## config.mk

```make
export PLATFORM = sky130hd
export DESIGN_NAME = dtlb
export DESIGN_NICKNAME = d
export VERILOG_FILES = /design/src/logic/lsu_pkg.sv /design/src/logic/dmmu_pkg.sv /design/src/logic/dtlb.sv
export VERILOG_INCLUDE_DIRS = /design/src
export SDC_FILE = /design/constraint.sdc
export NUM_CORES = 1
export LEC_CHECK = 0
export ABC_AREA = 1
export BUFFER_PORTS_ARGS = -buffer_cell sky130_fd_sc_hd__buf_2
export CAP_MARGIN = 20
export CORE_MARGIN = 5
export CORE_UTILIZATION = 32
export CTS_CLUSTER_DIAMETER = 50
export CTS_CLUSTER_SIZE = 16
export DETAILED_ROUTE_END_ITERATION = 10
export GPL_TIMING_DRIVEN = 0
export PLACE_DENSITY = 0.55
export SYNTH_ARGS = -nofsm -noshare
export SYNTH_HDL_FRONTEND = slang
export SYNTH_SLANG_ARGS = --single-unit
```

## constraint.sdc

```tcl
create_clock -name clk -period 3.26 [get_ports clk]
set_input_delay 0.326 -clock clk [delete_from_list [all_inputs] [get_ports clk]]
set_output_delay 0.326 -clock clk [all_outputs]
set_load 0.01 [all_outputs]
```

## src/lsu_cfg.svh

```systemverilog
// Sizing macros for the load/store unit, its data TLB and the data RAM
// Include before any package or module that derives a width from them
`ifndef LSU_CFG_SVH
`define LSU_CFG_SVH

// Data and address width
`define LSU_DW 32

// Page offset bits, 256-byte pages
`define LSU_P_PAGE 8

// TLB index bits, 16 direct-mapped entries
`define DTLB_P_SETS 4

// RAM word index bits, 4 KiB of data
`define DRAM_P_WORDS 10

`endif

```

## src/logic/lsu_pkg.sv

```systemverilog
// Load/store types shared by the LSU control and datapath
// Opcode bus layout, access size and the data, address and mask vectors
`include "lsu_cfg.svh"

package lsu_pkg;

   typedef logic [`LSU_DW-1:0]   data_t;
   typedef logic [`LSU_DW-1:0]   addr_t;   // Virtual or physical
   typedef logic [`LSU_DW/8-1:0] wmsk_t;   // One bit per byte lane

   typedef enum logic [1:0] {
      SIZE_B = 2'd0,
      SIZE_H = 2'd1,
      SIZE_W = 2'd2
   } lsu_size_e;

   // Opcode bus from the issue stage
   typedef logic [4:0] lsu_opc_t;

   localparam int OPC_LOAD     = 0;
   localparam int OPC_STORE    = 1;
   localparam int OPC_SIGN     = 2;   // Sign extend the load result
   localparam int OPC_SIZE_LSB = 3;   // Two size bits from here

endpackage

```

## src/logic/dmmu_pkg.sv

```systemverilog
// Translation types for the data TLB
// Page numbers, TLB index and the field positions of the TLBL/TLBH words
`include "lsu_cfg.svh"

package dmmu_pkg;

   typedef logic [`LSU_DW-`LSU_P_PAGE-1:0] vpn_t;
   typedef logic [`LSU_DW-`LSU_P_PAGE-1:0] ppn_t;
   typedef logic [`DTLB_P_SETS-1:0]        tlb_idx_t;

   // TLBL word
   localparam int TLBL_V = 0;   // Entry valid

   // TLBH word
   localparam int TLBH_R = 0;   // Page readable
   localparam int TLBH_W = 1;   // Page writable

   // VPN tag and PPN both start above the page offset
   localparam int TLB_PN_LSB = `LSU_P_PAGE;

endpackage

```

## src/logic/dtlb.sv

```systemverilog
// Direct-mapped data TLB that software writes through the TLBL/TLBH ports
// Lookup is captured at the request; translation and checks are valid in s1
`timescale 1ns/1ps
`include "lsu_cfg.svh"

module dtlb (
   input  logic               clk,
   input  logic               rst_n,
   input  logic               req,
   input  dmmu_pkg::vpn_t     vpn,
   input  logic               store,
   input  logic               dmme,
   input  dmmu_pkg::tlb_idx_t tlbl_idx,
   input  lsu_pkg::data_t     tlbl_nxt,
   input  logic               tlbl_we,
   input  dmmu_pkg::tlb_idx_t tlbh_idx,
   input  lsu_pkg::data_t     tlbh_nxt,
   input  logic               tlbh_we,
   output dmmu_pkg::ppn_t     ppn,
   output logic               edtm,
   output logic               edpf
);
   import dmmu_pkg::*;

   logic [(1<<`DTLB_P_SETS)-1:0] ent_v;
   logic [(1<<`DTLB_P_SETS)-1:0] ent_r;
   logic [(1<<`DTLB_P_SETS)-1:0] ent_w;
   vpn_t     ent_tag [0:(1<<`DTLB_P_SETS)-1];
   ppn_t     ent_ppn [0:(1<<`DTLB_P_SETS)-1];
   tlb_idx_t idx;
   logic     lk_v;
   logic     lk_dmme;
   logic     lk_r;
   logic     lk_w;
   logic     lk_store;
   vpn_t     lk_tag;
   vpn_t     lk_vpn;
   ppn_t     lk_ppn;
   logic     hit;

   assign idx = vpn[`DTLB_P_SETS-1:0];   // Low VPN bits pick the set

   always_ff @(posedge clk or negedge rst_n) begin
      if (!rst_n) begin
         ent_v   <= '0;
         lk_v    <= 1'b0;
         lk_dmme <= 1'b0;
      end else begin
         if (tlbl_we) ent_v[tlbl_idx] <= tlbl_nxt[TLBL_V];
         if (req) begin
            lk_v    <= ent_v[idx];
            lk_dmme <= dmme;
         end
      end
   end

   // Entry fields and lookup payload
   always_ff @(posedge clk) begin
      if (tlbl_we) ent_tag[tlbl_idx] <= tlbl_nxt[`LSU_DW-1:TLB_PN_LSB];
      if (tlbh_we) begin
         ent_ppn[tlbh_idx] <= tlbh_nxt[`LSU_DW-1:TLB_PN_LSB];
         ent_r[tlbh_idx]   <= tlbh_nxt[TLBH_R];
         ent_w[tlbh_idx]   <= tlbh_nxt[TLBH_W];
      end
      if (req) begin
         lk_tag   <= ent_tag[idx];
         lk_ppn   <= ent_ppn[idx];
         lk_r     <= ent_r[idx];
         lk_w     <= ent_w[idx];
         lk_vpn   <= vpn;
         lk_store <= store;
      end
   end

   assign hit  = lk_v & (lk_tag == lk_vpn);
   assign edtm = lk_dmme & ~hit;
   assign edpf = lk_dmme & hit & (lk_store ? ~lk_w : ~lk_r);
   assign ppn  = lk_dmme ? lk_ppn : lk_vpn;   // Identity map when off

   // With translation off the page maps to itself and never faults
   a_off_is_identity: assert property (@(posedge clk) disable iff (!rst_n)
      (req & !dmme) |=> (!(edtm | edpf) && ppn == $past(vpn)));

endmodule

```

## Word-level counts from Yosys, hierarchy flattened

Memory sizes are Yosys's and may differ from the RTL's. A register that Yosys moved wholly into a read port is not among the register bits.
Cells that the tools add are included.

| cells by class | value |
|---|---|
| bitwise logic cells | 7 |
| eq/ne operators | 1 |
| mux-type cells | 19 |
| reduce and logical (&&, ||, !) cells | 2 |
| magnitude comparators | 5 |

Operators by type and width:

| kind | number |
|---|---|
| $bwmux 16 | 3 |
| $eq 24x24->1 | 1 |
| $mux 24 | 1 |
| $lt 4x5->1 const B | 3 |
| $bmux 1 s4 | 3 |
| $mux 1 | 10 |
| $demux 1 s4 | 2 |
| $ge 4x1->1 const B | 2 |
| $and 1x1->1 | 4 |
| $not 1->1 | 3 |
| $logic_and 1x1->1 | 2 |

| storage, ports and cells | value |
|---|---|
| RAM bits | 768 |
| memories kept | 2 |
| flip-flop bits (word level) | 77 |
| bits of input ports | 103 |
| output and inout bits | 26 |
| word-level logic and storage cells | 45 |

Memory list:

| memory | depth | width | rd ports | clocked after memory_dff | write ports | line | text |
|---|---|---|---|---|---|---|---|
| ent_ppn | 16 | 24 | 1 | 1 | 1 | dtlb.sv:29 | `` ppn_t ent_ppn [0:(1<<`DTLB_P_SETS)-1]; `` |
| ent_tag | 16 | 24 | 1 | 1 | 1 | dtlb.sv:28 | `` vpn_t ent_tag [0:(1<<`DTLB_P_SETS)-1]; `` |

## Depth between registers and ports, before layout

Gate-level depths: netlist of run 1.

| depth | value |
|---|---|
| depth after elaboration | 5 |
| depth in mapped cells | 13 |
| gate-level depth less buffers | 9 |

## Worst setup path before layout of run 1

OpenSTA, ideal clock, no wires.

| timing path | value |
|---|---|
| kind | input to register |
| start | input tlbl_we |
| end | memory ent_tag[6][0] in the netlist's numbering, enable pin |
| data arrival time | 2.476 ns |
| required time | 2.820 ns |
| setup slack | 0.344 ns |
| path buffers | 1 |
| setup time | 0.440 ns |
| stages on the path | 3 |
| cell sequence | clkbuf_1 > inv_1 > nor3_1 |

| on the way | value |
|---|---|
| cells in the longest elaborated chain, start to end | 2 |

RTL lines:

| element | line | text |
|---|---|---|
| from (decl) | dtlb.sv:15 | `input logic tlbl_we,` |
| $mux 1 (2 in series) | dtlb.sv:59 | `` if (tlbl_we) ent_tag[tlbl_idx] <= tlbl_nxt[`LSU_DW-1:TLB_PN_LSB]; `` |
| to (decl) | dtlb.sv:28 |  |

Every way passes these cells.

==> run metrics, run 1 <==
max_cap viols 0; crit path kind primary input to flip-flop; Congestion Overflow GR 0; Synth Register Bits 893; initial antenna violation count 28; Initial Util 0.323; RSZ-0062 raised after global routing no; Post-synth EDFFs 875; CTS H-Tree Depth 3; cell mode on critical path clkbuf_1; GRT Util Overall 0.180; Power Density 616 nW/um^2; worst r2r src ent_ppn[13][7]$_DFFE_PP_; Vias/cell 5.04; Period minus WS final 3.14 ns; combinational share of power 0.070; count of buffers from port buffering 114; Tcrit/Tclk final 0.965; Placer Congestion 0.835; Leak 14.2 nW; count of pins over their slew limit 0; sequential-to-total area share from yosys stat 0.757; number of global-route vias before repair 22457; Final #Nets 3142; Core Area 109000 sq um; ANT nets after route 0; TritonRoute pass-1 iters 5; Synth async-reset ratio 0.0202; DRC violation count after routing 0; Ys Warns 0; required time worst endpoint 3.64 ns; worst r2r dst lk_ppn[7]$_DFFE_PP_; final cell count without fillers 4600; CP arrival 3.52 ns; largest net degree at the start of global routing 70; max_slew headroom 0.199; Pint 19.7 mW; Worst-path clk slew 0.07 ns; die height 342 um; Net Count, Synth 2854; first-pass GRT wire length 154000 um; Fin Setup TNS 0 ns; R2R depth 6; cts bufs inserted 91; setup violators final 0; placed wire-length estimate 74000 um; clk_skew 0.0305 ns; initial DRC count 2360; crit end category flip-flop; status finished clean; Max Fclk 0.318 GHz; Area Growth Syn to Fin 19.7%; share of cells above drive strength 1 0.130; # clock sinks 893; CP max-delay cell clkbuf_1; Worst Tran Pin Value 1.20 ns; Sw Ratio 0.242; root buf cell clkbuf_16; Netlist cell types 22; setup slack, reg-to-reg 1.77 ns; CTS tree done; Cell Rows 121; sequential share of power 0.503; filler cell count 10333; post-DR wirelength/cell 23.4 um; vias post-DR 23191; Worst Setup EP lk_ppn[7]$_DFFE_PP_; crit-path max cell delay 0.89 ns; Final Hold Viols 0; Avg Cell Area, Syn 12.8 sq um; crit path cell chain dlygate4sd3_1, buf_2, inv_1, clkbuf_1, clkbuf_1, o211ai_1, nand3_1, nand2_1; mapped cell area 35300 sq um; Clock power frac 0.427; net switching power 6.29 mW; peak fanout along the critical path 10; Final Routed Wirelength 108000 um; number of top-level pins 129; Post-Syn Instances 2751; Worst setup startpoint vpn[2]; Die ar. 117000 sq um; clock buffer depth 3; HP Class primary input to flip-flop; worst skew pair latency 0.68 ns; worst IR drop on VDD 361 uV; Die X 342 um; CP Launch Type primary input; Post-CTS Setup Inserts 0; dpl cells 4394; dominant synthesized flop cell edfxtp_1
-- Yosys cell counts, drive strengths merged (2+ instances only) --
| master | number | share of area |
|---|---|---|
| nand3 | 120 | 0.017 |
| o21ai | 432 | 0.061 |
| a21oi | 6 | 0.00085 |
| dfrtp | 18 | 0.013 |
| edfxtp | 875 | 0.74 |
| inv | 69 | 0.0073 |
| nor3 | 13 | 0.0018 |
| nand4 | 2 | 0.00035 |
| nor2 | 635 | 0.068 |
| o211ai | 202 | 0.043 |
| nand2 | 199 | 0.021 |
| buf | 65 | 0.010 |
| clkbuf | 110 | 0.012 |
| clkinv | 2 | 0.00021 |
-- area by class of cell --
cell class,instances,area [sq um],share of cell area
tap,1476,1850,0.0437
inverter,71,267,0.00631
clock inverter,70,853,0.0202
clock buffer,99,2380,0.0563
sequential,893,26700,0.632
timing repair buffer,195,1710,0.0405
buffer,175,769,0.0182
antenna,9,22.5,0.000533
multi-input combinational,1612,7680,0.182
-- worst max-delay path, delay by kind of cell --
kind / cells / cell delay, ns
buffers and inverters: 5 / 2.61
AO/OA/AOI/OAI: 1 / 0.29
AND/OR/NAND/NOR: 2 / 0.28
-- logic make-up (layout without fill, tap and decap cells) --
logic type,count (synthesis),count (layout),synth area share
AO/OA/AOI/OAI,640,640,0.105
XOR/XNOR,2,2,0.000496
buffers and inverters,246,610,0.0292
flip-flops,893,893,0.757
other,0,9,0
AND/OR/NAND/NOR,970,970,0.108
-- power groups by stage --
stage                     Combinational, mW  Clock, mW  Sequential [mW]
after global placement                 1.72          0             13.3
after global routing                   1.99       11.7             13.1
after CTS                              1.82       11.3             13.1
final                                  1.83       11.1             13.1
after floorplan                       0.882          0             13.3
after detailed placement               1.79          0             13.3
-- flip-flops by register name, indices dropped and copies added (netlist names) --
| register | count |
|---|---|
| ent_ppn | 384 |
| lk_store | 1 |
| lk_vpn | 24 |
| ent_r | 16 |
| ent_v | 16 |
| lk_v | 1 |
| lk_ppn | 24 |
| lk_r | 1 |
| ent_tag | 384 |
| ent_w | 16 |
| lk_dmme | 1 |
| lk_w | 1 |
| lk_tag | 24 |
-- routing by layer --
layer  vias to the layer above  share of wire  global-route usage
li1                      10615              -                   -
met1                     11504           0.43               0.251
met2                       887           0.47               0.289
met3                       173          0.076              0.0310
met4                        12          0.027              0.0561
met5                         -        0.00063                   0
-- stage by stage --
stage	utilization	power [mW]	area [sq um]	hold slack [ns]	worst slack, ns
after floorplan	-	14.2	35300	0.0304	0.344
after global placement	0.346	15.1	37700	0.369	-2.19
after detailed placement	0.355	15.1	38700	0.369	-0.132
after CTS	0.387	26.2	42200	0.000818	0.0602
after global routing	0.387	26.8	42200	0.0284	0.0905
final	0.387	26.0	42300	0.0400	0.115
-- timing repair --
action,in CTS,in global routing
hold buffers,28,0
setup endpoints to repair,0,8
resized for setup,0,3
hold endpoints to repair,47,0
-- cell usage in the layout, fill, tap and decap left out, types with 6 or more instances in the layout --
cell type,count
a21oi_1,6
buf_1,17
buf_12,6
buf_16,12
buf_2,146
buf_4,14
buf_6,32
bufinv_16,10
clkbuf_1,111
clkbuf_16,94
clkinv_2,10
clkinv_4,12
clkinvlp_4,9
dfrtp_1,18
diode_2,9
dlygate4sd3_1,28
edfxtp_1,875
inv_1,67
inv_6,16
nand2_1,199
nand3_1,120
nor2_1,624
nor2_4,11
nor3_2,11
o211ai_1,202
o21ai_0,358
o21ai_1,74
-- how the worst min path moves through the flow --
stage	depth (start not counted)	from	end
after floorplan	0	rst_n	ent_v[0]$_DFFE_PN0P_
after global placement	1	rst_n	ent_v[0]$_DFFE_PN0P_
after detailed placement	1	rst_n	ent_v[2]$_DFFE_PN0P_
after CTS	3	tlbl_idx[2]	ent_v[4]$_DFFE_PN0P_
after global routing	1	tlbl_nxt[31]	ent_tag[12][23]$_DFFE_PP_
final	1	tlbl_nxt[23]	ent_tag[1][15]$_DFFE_PP_
Note: power is estimated with default switching activity, not from simulation.
==> inputs of run 2 (changes only) <==
==> constraint.sdc (replaced) <==
create_clock -name clk -period 3.26 [get_ports clk]
set_input_delay 0.163 -clock clk [delete_from_list [all_inputs] [get_ports clk]]
set_output_delay 0.163 -clock clk [all_outputs]
set_load 0.01 [all_outputs]
==> run 2 against run 1 <==
Against the previous run: critical endpoint unchanged; sequential cell count unchanged; first-iteration DRC count up 2.3%; final cell count up 1.3%; core utilization up 0.58 points; fmax down 1.1%; combinational power up 4%; critical path type unchanged; die area unchanged; clock skew down 0.0046 ns; clock-buffer cell count unchanged; power up 0.27%; sequential power about the same.
==> run metrics, run 2 (synthesized netlist as in run 1, its figures left out) <==
status finished clean; max_slew headroom 0.174 (-0.0246); Max Fclk 0.314 GHz (-1.1%); TritonRoute pass-1 iters 5 (unchanged); Die X 342 um (unchanged); required time worst endpoint 3.64 ns (about the same); post-DR wirelength/cell 23.2 um (-1.0%); Worst Tran Pin Value 1.24 ns (+0.0369 ns); Worst-path clk slew 0.07 ns (about the same); Worst Setup EP lk_ppn[7]$_DFFE_PP_; initial DRC count 2414 (+2.3%); cts bufs inserted 91 (unchanged); Congestion Overflow GR 0 (unchanged); Area Growth Syn to Fin 21.5%; crit end category flip-flop; Final Hold Viols 0 (unchanged); Power Density 608 nW/um^2 (-1.2%); most common cell after layout, fill and taps aside edfxtp_1; clk_skew 0.0259 ns (-0.00459 ns); Vias/cell 5.03 (-0.15%); Die ar. 117000 sq um (unchanged); ANT nets after route 0 (unchanged); CTS H-Tree Depth 3 (unchanged); DRC violation count after routing 0 (unchanged); Period minus WS final 3.18 ns (+0.0354 ns); # clock sinks 893 (unchanged); CTS tree done; post-route cell area 42900 sq um (+1.5%); GRT Util Overall 0.181 (+0.000934); Post-CTS Setup Inserts 0 (unchanged); max_cap viols 0 (unchanged); Cell Rows 121 (unchanged); share of cells above drive strength 1 0.127 (-0.00293); cts hold-fix bufs 92 (+230%); R2R depth 6 (unchanged); CP Launch Type primary input; number of global-route vias before repair 22841 (+1.7%); Fin Setup TNS 0 ns (unchanged); worst IR drop on VDD 362 uV (+0.21%); worst r2r dst lk_ppn[7]$_DFFE_PP_; placed wire-length estimate 74000 um (unchanged); CP arrival 3.56 ns (+0.04 ns); count of buffers from port buffering 114 (unchanged); die height 342 um (unchanged); Tcrit/Tclk final 0.975 (+0.0109); Worst setup startpoint vpn[1]; Final #Nets 3206 (+2.0%); number of top-level pins 129 (unchanged); peak fanout along the critical path 10 (unchanged); Core Util, Final 0.393 (+0.00581); clock buffer depth 3 (unchanged); Placer Congestion 0.835 (unchanged); filler cell count 10302 (-0.30%); setup slack, reg-to-reg 1.76 ns (about the same); Top Registers ent_ppn x384, ent_tag x384; Final Routed Wirelength 108000 um (+0.30%); post-CTS sizing 0 (unchanged); initial antenna violation count 13 (-54%); commonest cells after routing, fill and taps aside edfxtp_1, nor2_1, o21ai_0, o211ai_1, nand2_1; Initial Util 0.323 (unchanged); Cell Area, Placed 38700 sq um (unchanged); vias post-DR 23468 (+1.2%); worst r2r src ent_ppn[13][7]$_DFFE_PP_; pre-CTS setup slack 0.0307 ns (+0.163 ns); largest net degree at the start of global routing 70 (unchanged); slack of the critical path 0.0801 ns (-0.0354 ns); setup violators final 0 (unchanged); first-pass GRT wire length 156000 um (+0.86%); worst skew pair latency 0.67 ns (about the same); Leak 14.4 nW (+1.8%); RSZ-0062 raised after global routing no; Core Area 109000 sq um (unchanged); crit path kind primary input to flip-flop; root buf cell clkbuf_16; count of pins over their slew limit 0 (unchanged); HP Class primary input to async pin
==> run 2: changes by cell type in the layout (fill, tap and decap cells not counted), sizes merged <==
cell	change
dlygate4sd3	+64
diode	-2
==> run 2: cell type report <==
type	count	area, sq um	share of cell area
Clock buffer	99	2380	0.0555
Sequential cell	893	26700	0.623
Tap cell	1476	1850	0.0431
Buffer	175	768	0.0179
Inverter	71	267	0.00621
Multi-Input combinational cell	1612	7680	0.179
Antenna cell	7	17.5	0.000408
Clock inverter	70	853	0.0199
Timing Repair Buffer	259	2350	0.0549
==> run 2: routing by layer <==
metal | routed length (um) | vias up | track usage
met2 | 50500 | 907 | 0.291
li1 | - | 10736 | -
met5 | 0 | - | 0
met4 | 2900 | 0 | 0.0569
met1 | 46800 | 11677 | 0.253
met3 | 7900 | 148 | 0.0278
==> run 2: worst min path at each step <==
stage / startpoint / endpoint / slack [ns] / cells past startpoint
2_1_floorplan: rst_n / ent_v[0]$_DFFE_PN0P_ / -0.13 / 0
5_1_grt: rst_n / ent_v[3]$_DFFE_PN0P_ / 0.09 / 2
4_1_cts: rst_n / ent_v[2]$_DFFE_PN0P_ / 0.05 / 2
3_5_place_dp: rst_n / ent_v[2]$_DFFE_PN0P_ / 0.21 / 1
6_report: rst_n / ent_v[3]$_DFFE_PN0P_ / 0.07 / 2
3_3_place_gp: rst_n / ent_v[0]$_DFFE_PN0P_ / 0.21 / 1
==> run 2: metrics by stage <==
step / hold WS [ns] / instances / power [mW]
floorplan: -0.133 / 2751 / 14.2
CTS: 0.0529 / 4655 / 26.2
finish: 0.0682 / 4662 / 26.1
detailed placement: 0.206 / 4394 / 15.1
global placement: 0.206 / 4341 / 15.1
global route: 0.0924 / 4661 / 26.9
==> run 2: report_power, final <==
part	total, mW	internal (mW)	leakage, nW	switching [mW]
sequential	13.1	13.0	8.18	0.126
combinational	1.90	0.554	4.68	1.34
clock	11.1	6.27	1.56	4.84
total	26.1	19.8	14.4	6.31
==> run 2: worst max-delay path: stages <==
cell and delay (ns):
dlygate4sd3_1 0.53, buf_2 0.15, buf_2 0.40, clkbuf_1 0.96, clkbuf_1 0.53, nor2_1 0.11
o21ai_0 0.10, o211ai_1 0.11, nand3_1 0.29, nand2_1 0.17
==> inputs of run 3 (changes only) <==
--- a/config.mk
+++ b/config.mk
@@ -6,13 +6,11 @@
 export SDC_FILE = /design/constraint.sdc
 export NUM_CORES = 1
 export LEC_CHECK = 0
-export ABC_AREA = 1
 export BUFFER_PORTS_ARGS = -buffer_cell sky130_fd_sc_hd__buf_2
 export CAP_MARGIN = 20
 export CORE_MARGIN = 5
 export CORE_UTILIZATION = 32
 export CTS_CLUSTER_DIAMETER = 50
-export CTS_CLUSTER_SIZE = 16
 export DETAILED_ROUTE_END_ITERATION = 10
 export GPL_TIMING_DRIVEN = 0
 export PLACE_DENSITY = 0.55
==> run 3 against run 2 <==
Against the previous run: register-to-register slack worse by 0.25 ns; clock-buffer cell count up 9; critical endpoint is now lk_ppn[6]$_DFFE_PP_; die area is 4.1% lower; largest cell class unchanged.
==> run metrics, run 3 <==
clk_skew 0.0179 ns (-0.00796 ns); Min-Delay Path Depth 2; initial DRC count 1291 (-47%); worst IR drop on VDD 427 uV (+18%); Post-Syn Instances 1336 (-51%); Period minus WS final 3.02 ns (-0.163 ns); R2R depth 2 (-4); root buf cell clkbuf_16; Core Util, Final 0.390 (-0.00309); Cell Area, Placed 37300 sq um (-3.7%); worst hold slack 0.0675 ns (-0.000658 ns); Ys Warns 0 (unchanged); peak fanout along the critical path 10 (unchanged); CTS H-Tree Depth 3 (unchanged); status finished clean; share of cells above drive strength 1 0.372 (+0.245); dominant synthesized flop cell edfxtp_1; HP Class primary input to flip-flop; RSZ-0062 raised after global routing no; top area cells in the synthesized netlist edfxtp_1, mux4_2, mux2_2; setup violators final 0 (unchanged); Synth area leader edfxtp_1; required time worst endpoint 3.61 ns (-0.03 ns); Fin Setup TNS 0 ns (unchanged); first-pass GRT wire length 120000 um (-23%); Avg Cell Area, Syn 25.3 sq um (+97%); crit-path max cell delay 0.87 ns (-0.09 ns); mapped cell area 33800 sq um (-4.2%); Synth async-reset ratio 0.0202 (unchanged); vias post-DR 15377 (-34%); initial antenna violation count 8 (-5); largest net degree at the start of global routing 60 (-14%); Max Fclk 0.331 GHz (+5.4%); Worst Tran Pin Value 1.10 ns (-0.141 ns); most frequent cell after synthesis edfxtp_1; max_slew headroom 0.268 (+0.0939); Final Total Pwr 24.5 mW (-6.1%); CTS tree done; share of the synthesized area in the top cell type 0.777 (+0.0325); final cell count without fillers 3145 (-33%); Net Count, Synth 1439 (-50%); max_cap viols 0 (unchanged); Post-synth EDFFs 875 (unchanged); Initial Util 0.322 (-0.00164); Worst-path clk slew 0.06 ns (about the same); Synth Register Bits 893 (unchanged); Tcrit/Tclk final 0.926 (-0.0499); ANT nets after route 0 (unchanged); Area Growth Syn to Fin 21.2%; CP max-delay cell clkbuf_1; Cell Rows 119 (-1.7%); Final Hold Viols 0 (unchanged); DRC violation count after routing 0 (unchanged); cell mode on critical path clkbuf_1; Final Routed Wirelength 85400 um (-21%); Die X 335 um (-2.1%); count of pins over their slew limit 0 (unchanged); clock buffer depth 3 (unchanged); cts bufs inserted 90 (-1.1%); Netlist cell types 23 (+4.5%); Vias/cell 4.89 (-2.9%); Die ar. 112000 sq um (-4.1%); Top Registers ent_ppn x384, ent_tag x384; CP Launch Type primary input; Final #Nets 1786 (-44%); filler cell count 9375 (-9.0%); pre-CTS setup slack 0.124 ns (+0.0929 ns); sequential-to-total area share from yosys stat 0.790 (+0.0331); GRT Util Overall 0.151 (-0.0299); # clock sinks 893 (unchanged); crit path cell chain dlygate4sd3_1, buf_2, clkbuf_1, clkbuf_1, clkbuf_1, mux4_2, mux4_2; dpl cells 2894 (-34%); Core Area 105000 sq um (-3.7%); Placer Congestion 0.730 (-13%); number of top-level pins 129 (unchanged); Power Density 598 nW/um^2 (-1.7%); worst skew pair latency 0.64 ns (-0.03 ns); area of the multi-input gates 6950 sq um (-9.5%); Sequential Area 26700 sq um (unchanged); crit path kind primary input to flip-flop; slack of the critical path 0.243 ns (+0.163 ns); count of buffers from port buffering 115 (+0.88%); Congestion Overflow GR 0 (unchanged); TritonRoute pass-1 iters 5 (unchanged); post-DR wirelength/cell 27.1 um (+17%); CP arrival 3.36 ns (-0.20 ns); most common cell after layout, fill and taps aside edfxtp_1; crit end category flip-flop; number of global-route vias before repair 16304 (-29%); placed wire-length estimate 55700 um (-25%); synth cell count leaders edfxtp_1, mux4_2, mux2_2; commonest cells after routing, fill and taps aside edfxtp_1, mux4_2, buf_2, clkbuf_16, dlygate4sd3_1; post-route cell area 41000 sq um (-4.5%); Leak 12.9 nW (-10%); die height 335 um (-2.1%)
## run 3: cell types whose count changed after synthesis, moves of 117 or more
cell / delta
o21ai_0: -358
o211ai_1: -202
mux4_2: +254
nor2_1: -611
nand3_1: -117
nand2_1: -196
## run 3: layout make-up
cell class / count / area share
diodes: 3 / 0.000183
well taps: 1391 / 0.0425
clock buffers: 108 / 0.0579
plain buffers: 62 / 0.00888
repair buffers: 255 / 0.0589
flip-flops and latches: 893 / 0.652
clock inverters: 52 / 0.00989
multi-input cells: 381 / 0.170
## run 3: worst max-delay path: cells and delay by family
| family | cells | cell delay (ns) |
|---|---|---|
| buf+inv | 5 | 2.24 |
| mux | 2 | 0.96 |
## run 3: cell families (layout without fill, tap and decap cells)
group                  after synthesis  after routing  synth area share
AO/OA/AOI/OAI                        1              1          0.000222
XOR/XNOR                            24             24           0.00622
buffers and inverters               62            477            0.0108
flip-flops                         893            893             0.790
multiplexers                       300            300             0.184
other                                0              3                 0
AND/OR/NAND/NOR                     56             56           0.00829
## run 3: path summary, 6_finish.rpt
kind / start / end / slack (ns)
worst max-delay path: vpn[1] / lk_ppn[6]$_DFFE_PP_ / 0.24
worst min-delay path: tlbh_idx[1] / ent_ppn[12][5]$_DFFE_PP_ / 0.07
worst max register to register: ent_ppn[10][21]$_DFFE_PP_ / lk_ppn[21]$_DFFE_PP_ / 1.51
worst min register to register: ent_v[14]$_DFFE_PN0P_ / ent_v[14]$_DFFE_PN0P_ / 0.50
max in group asynchronous: rst_n / ent_v[12]$_DFFE_PN0P_ / 2.87
min in group asynchronous: rst_n / ent_v[2]$_DFFE_PN0P_ / 0.08
## run 3: per-layer routing
metal / vias up / part of all wire / global-route usage
li1: 6503 / - / -
met1: 8304 / 0.41 / 0.194
met2: 468 / 0.51 / 0.262
met3: 94 / 0.063 / 0.0331
met4: 8 / 0.017 / 0.0371
met5: - / 0.00064 / 0
## run 3: where the power goes
part           leakage [nW]  total, mW  switching [mW]  internal (mW)
combinational          3.38       1.61           0.866          0.740
clock                  1.36       9.78            4.20           5.58
sequential             8.18       13.1           0.132           13.0
## run 3: repair_timing
action,CTS,global route
hold endpoints to repair,876,0
hold buffers,83,0
buffers inserted,0,0
resized for setup,0,0
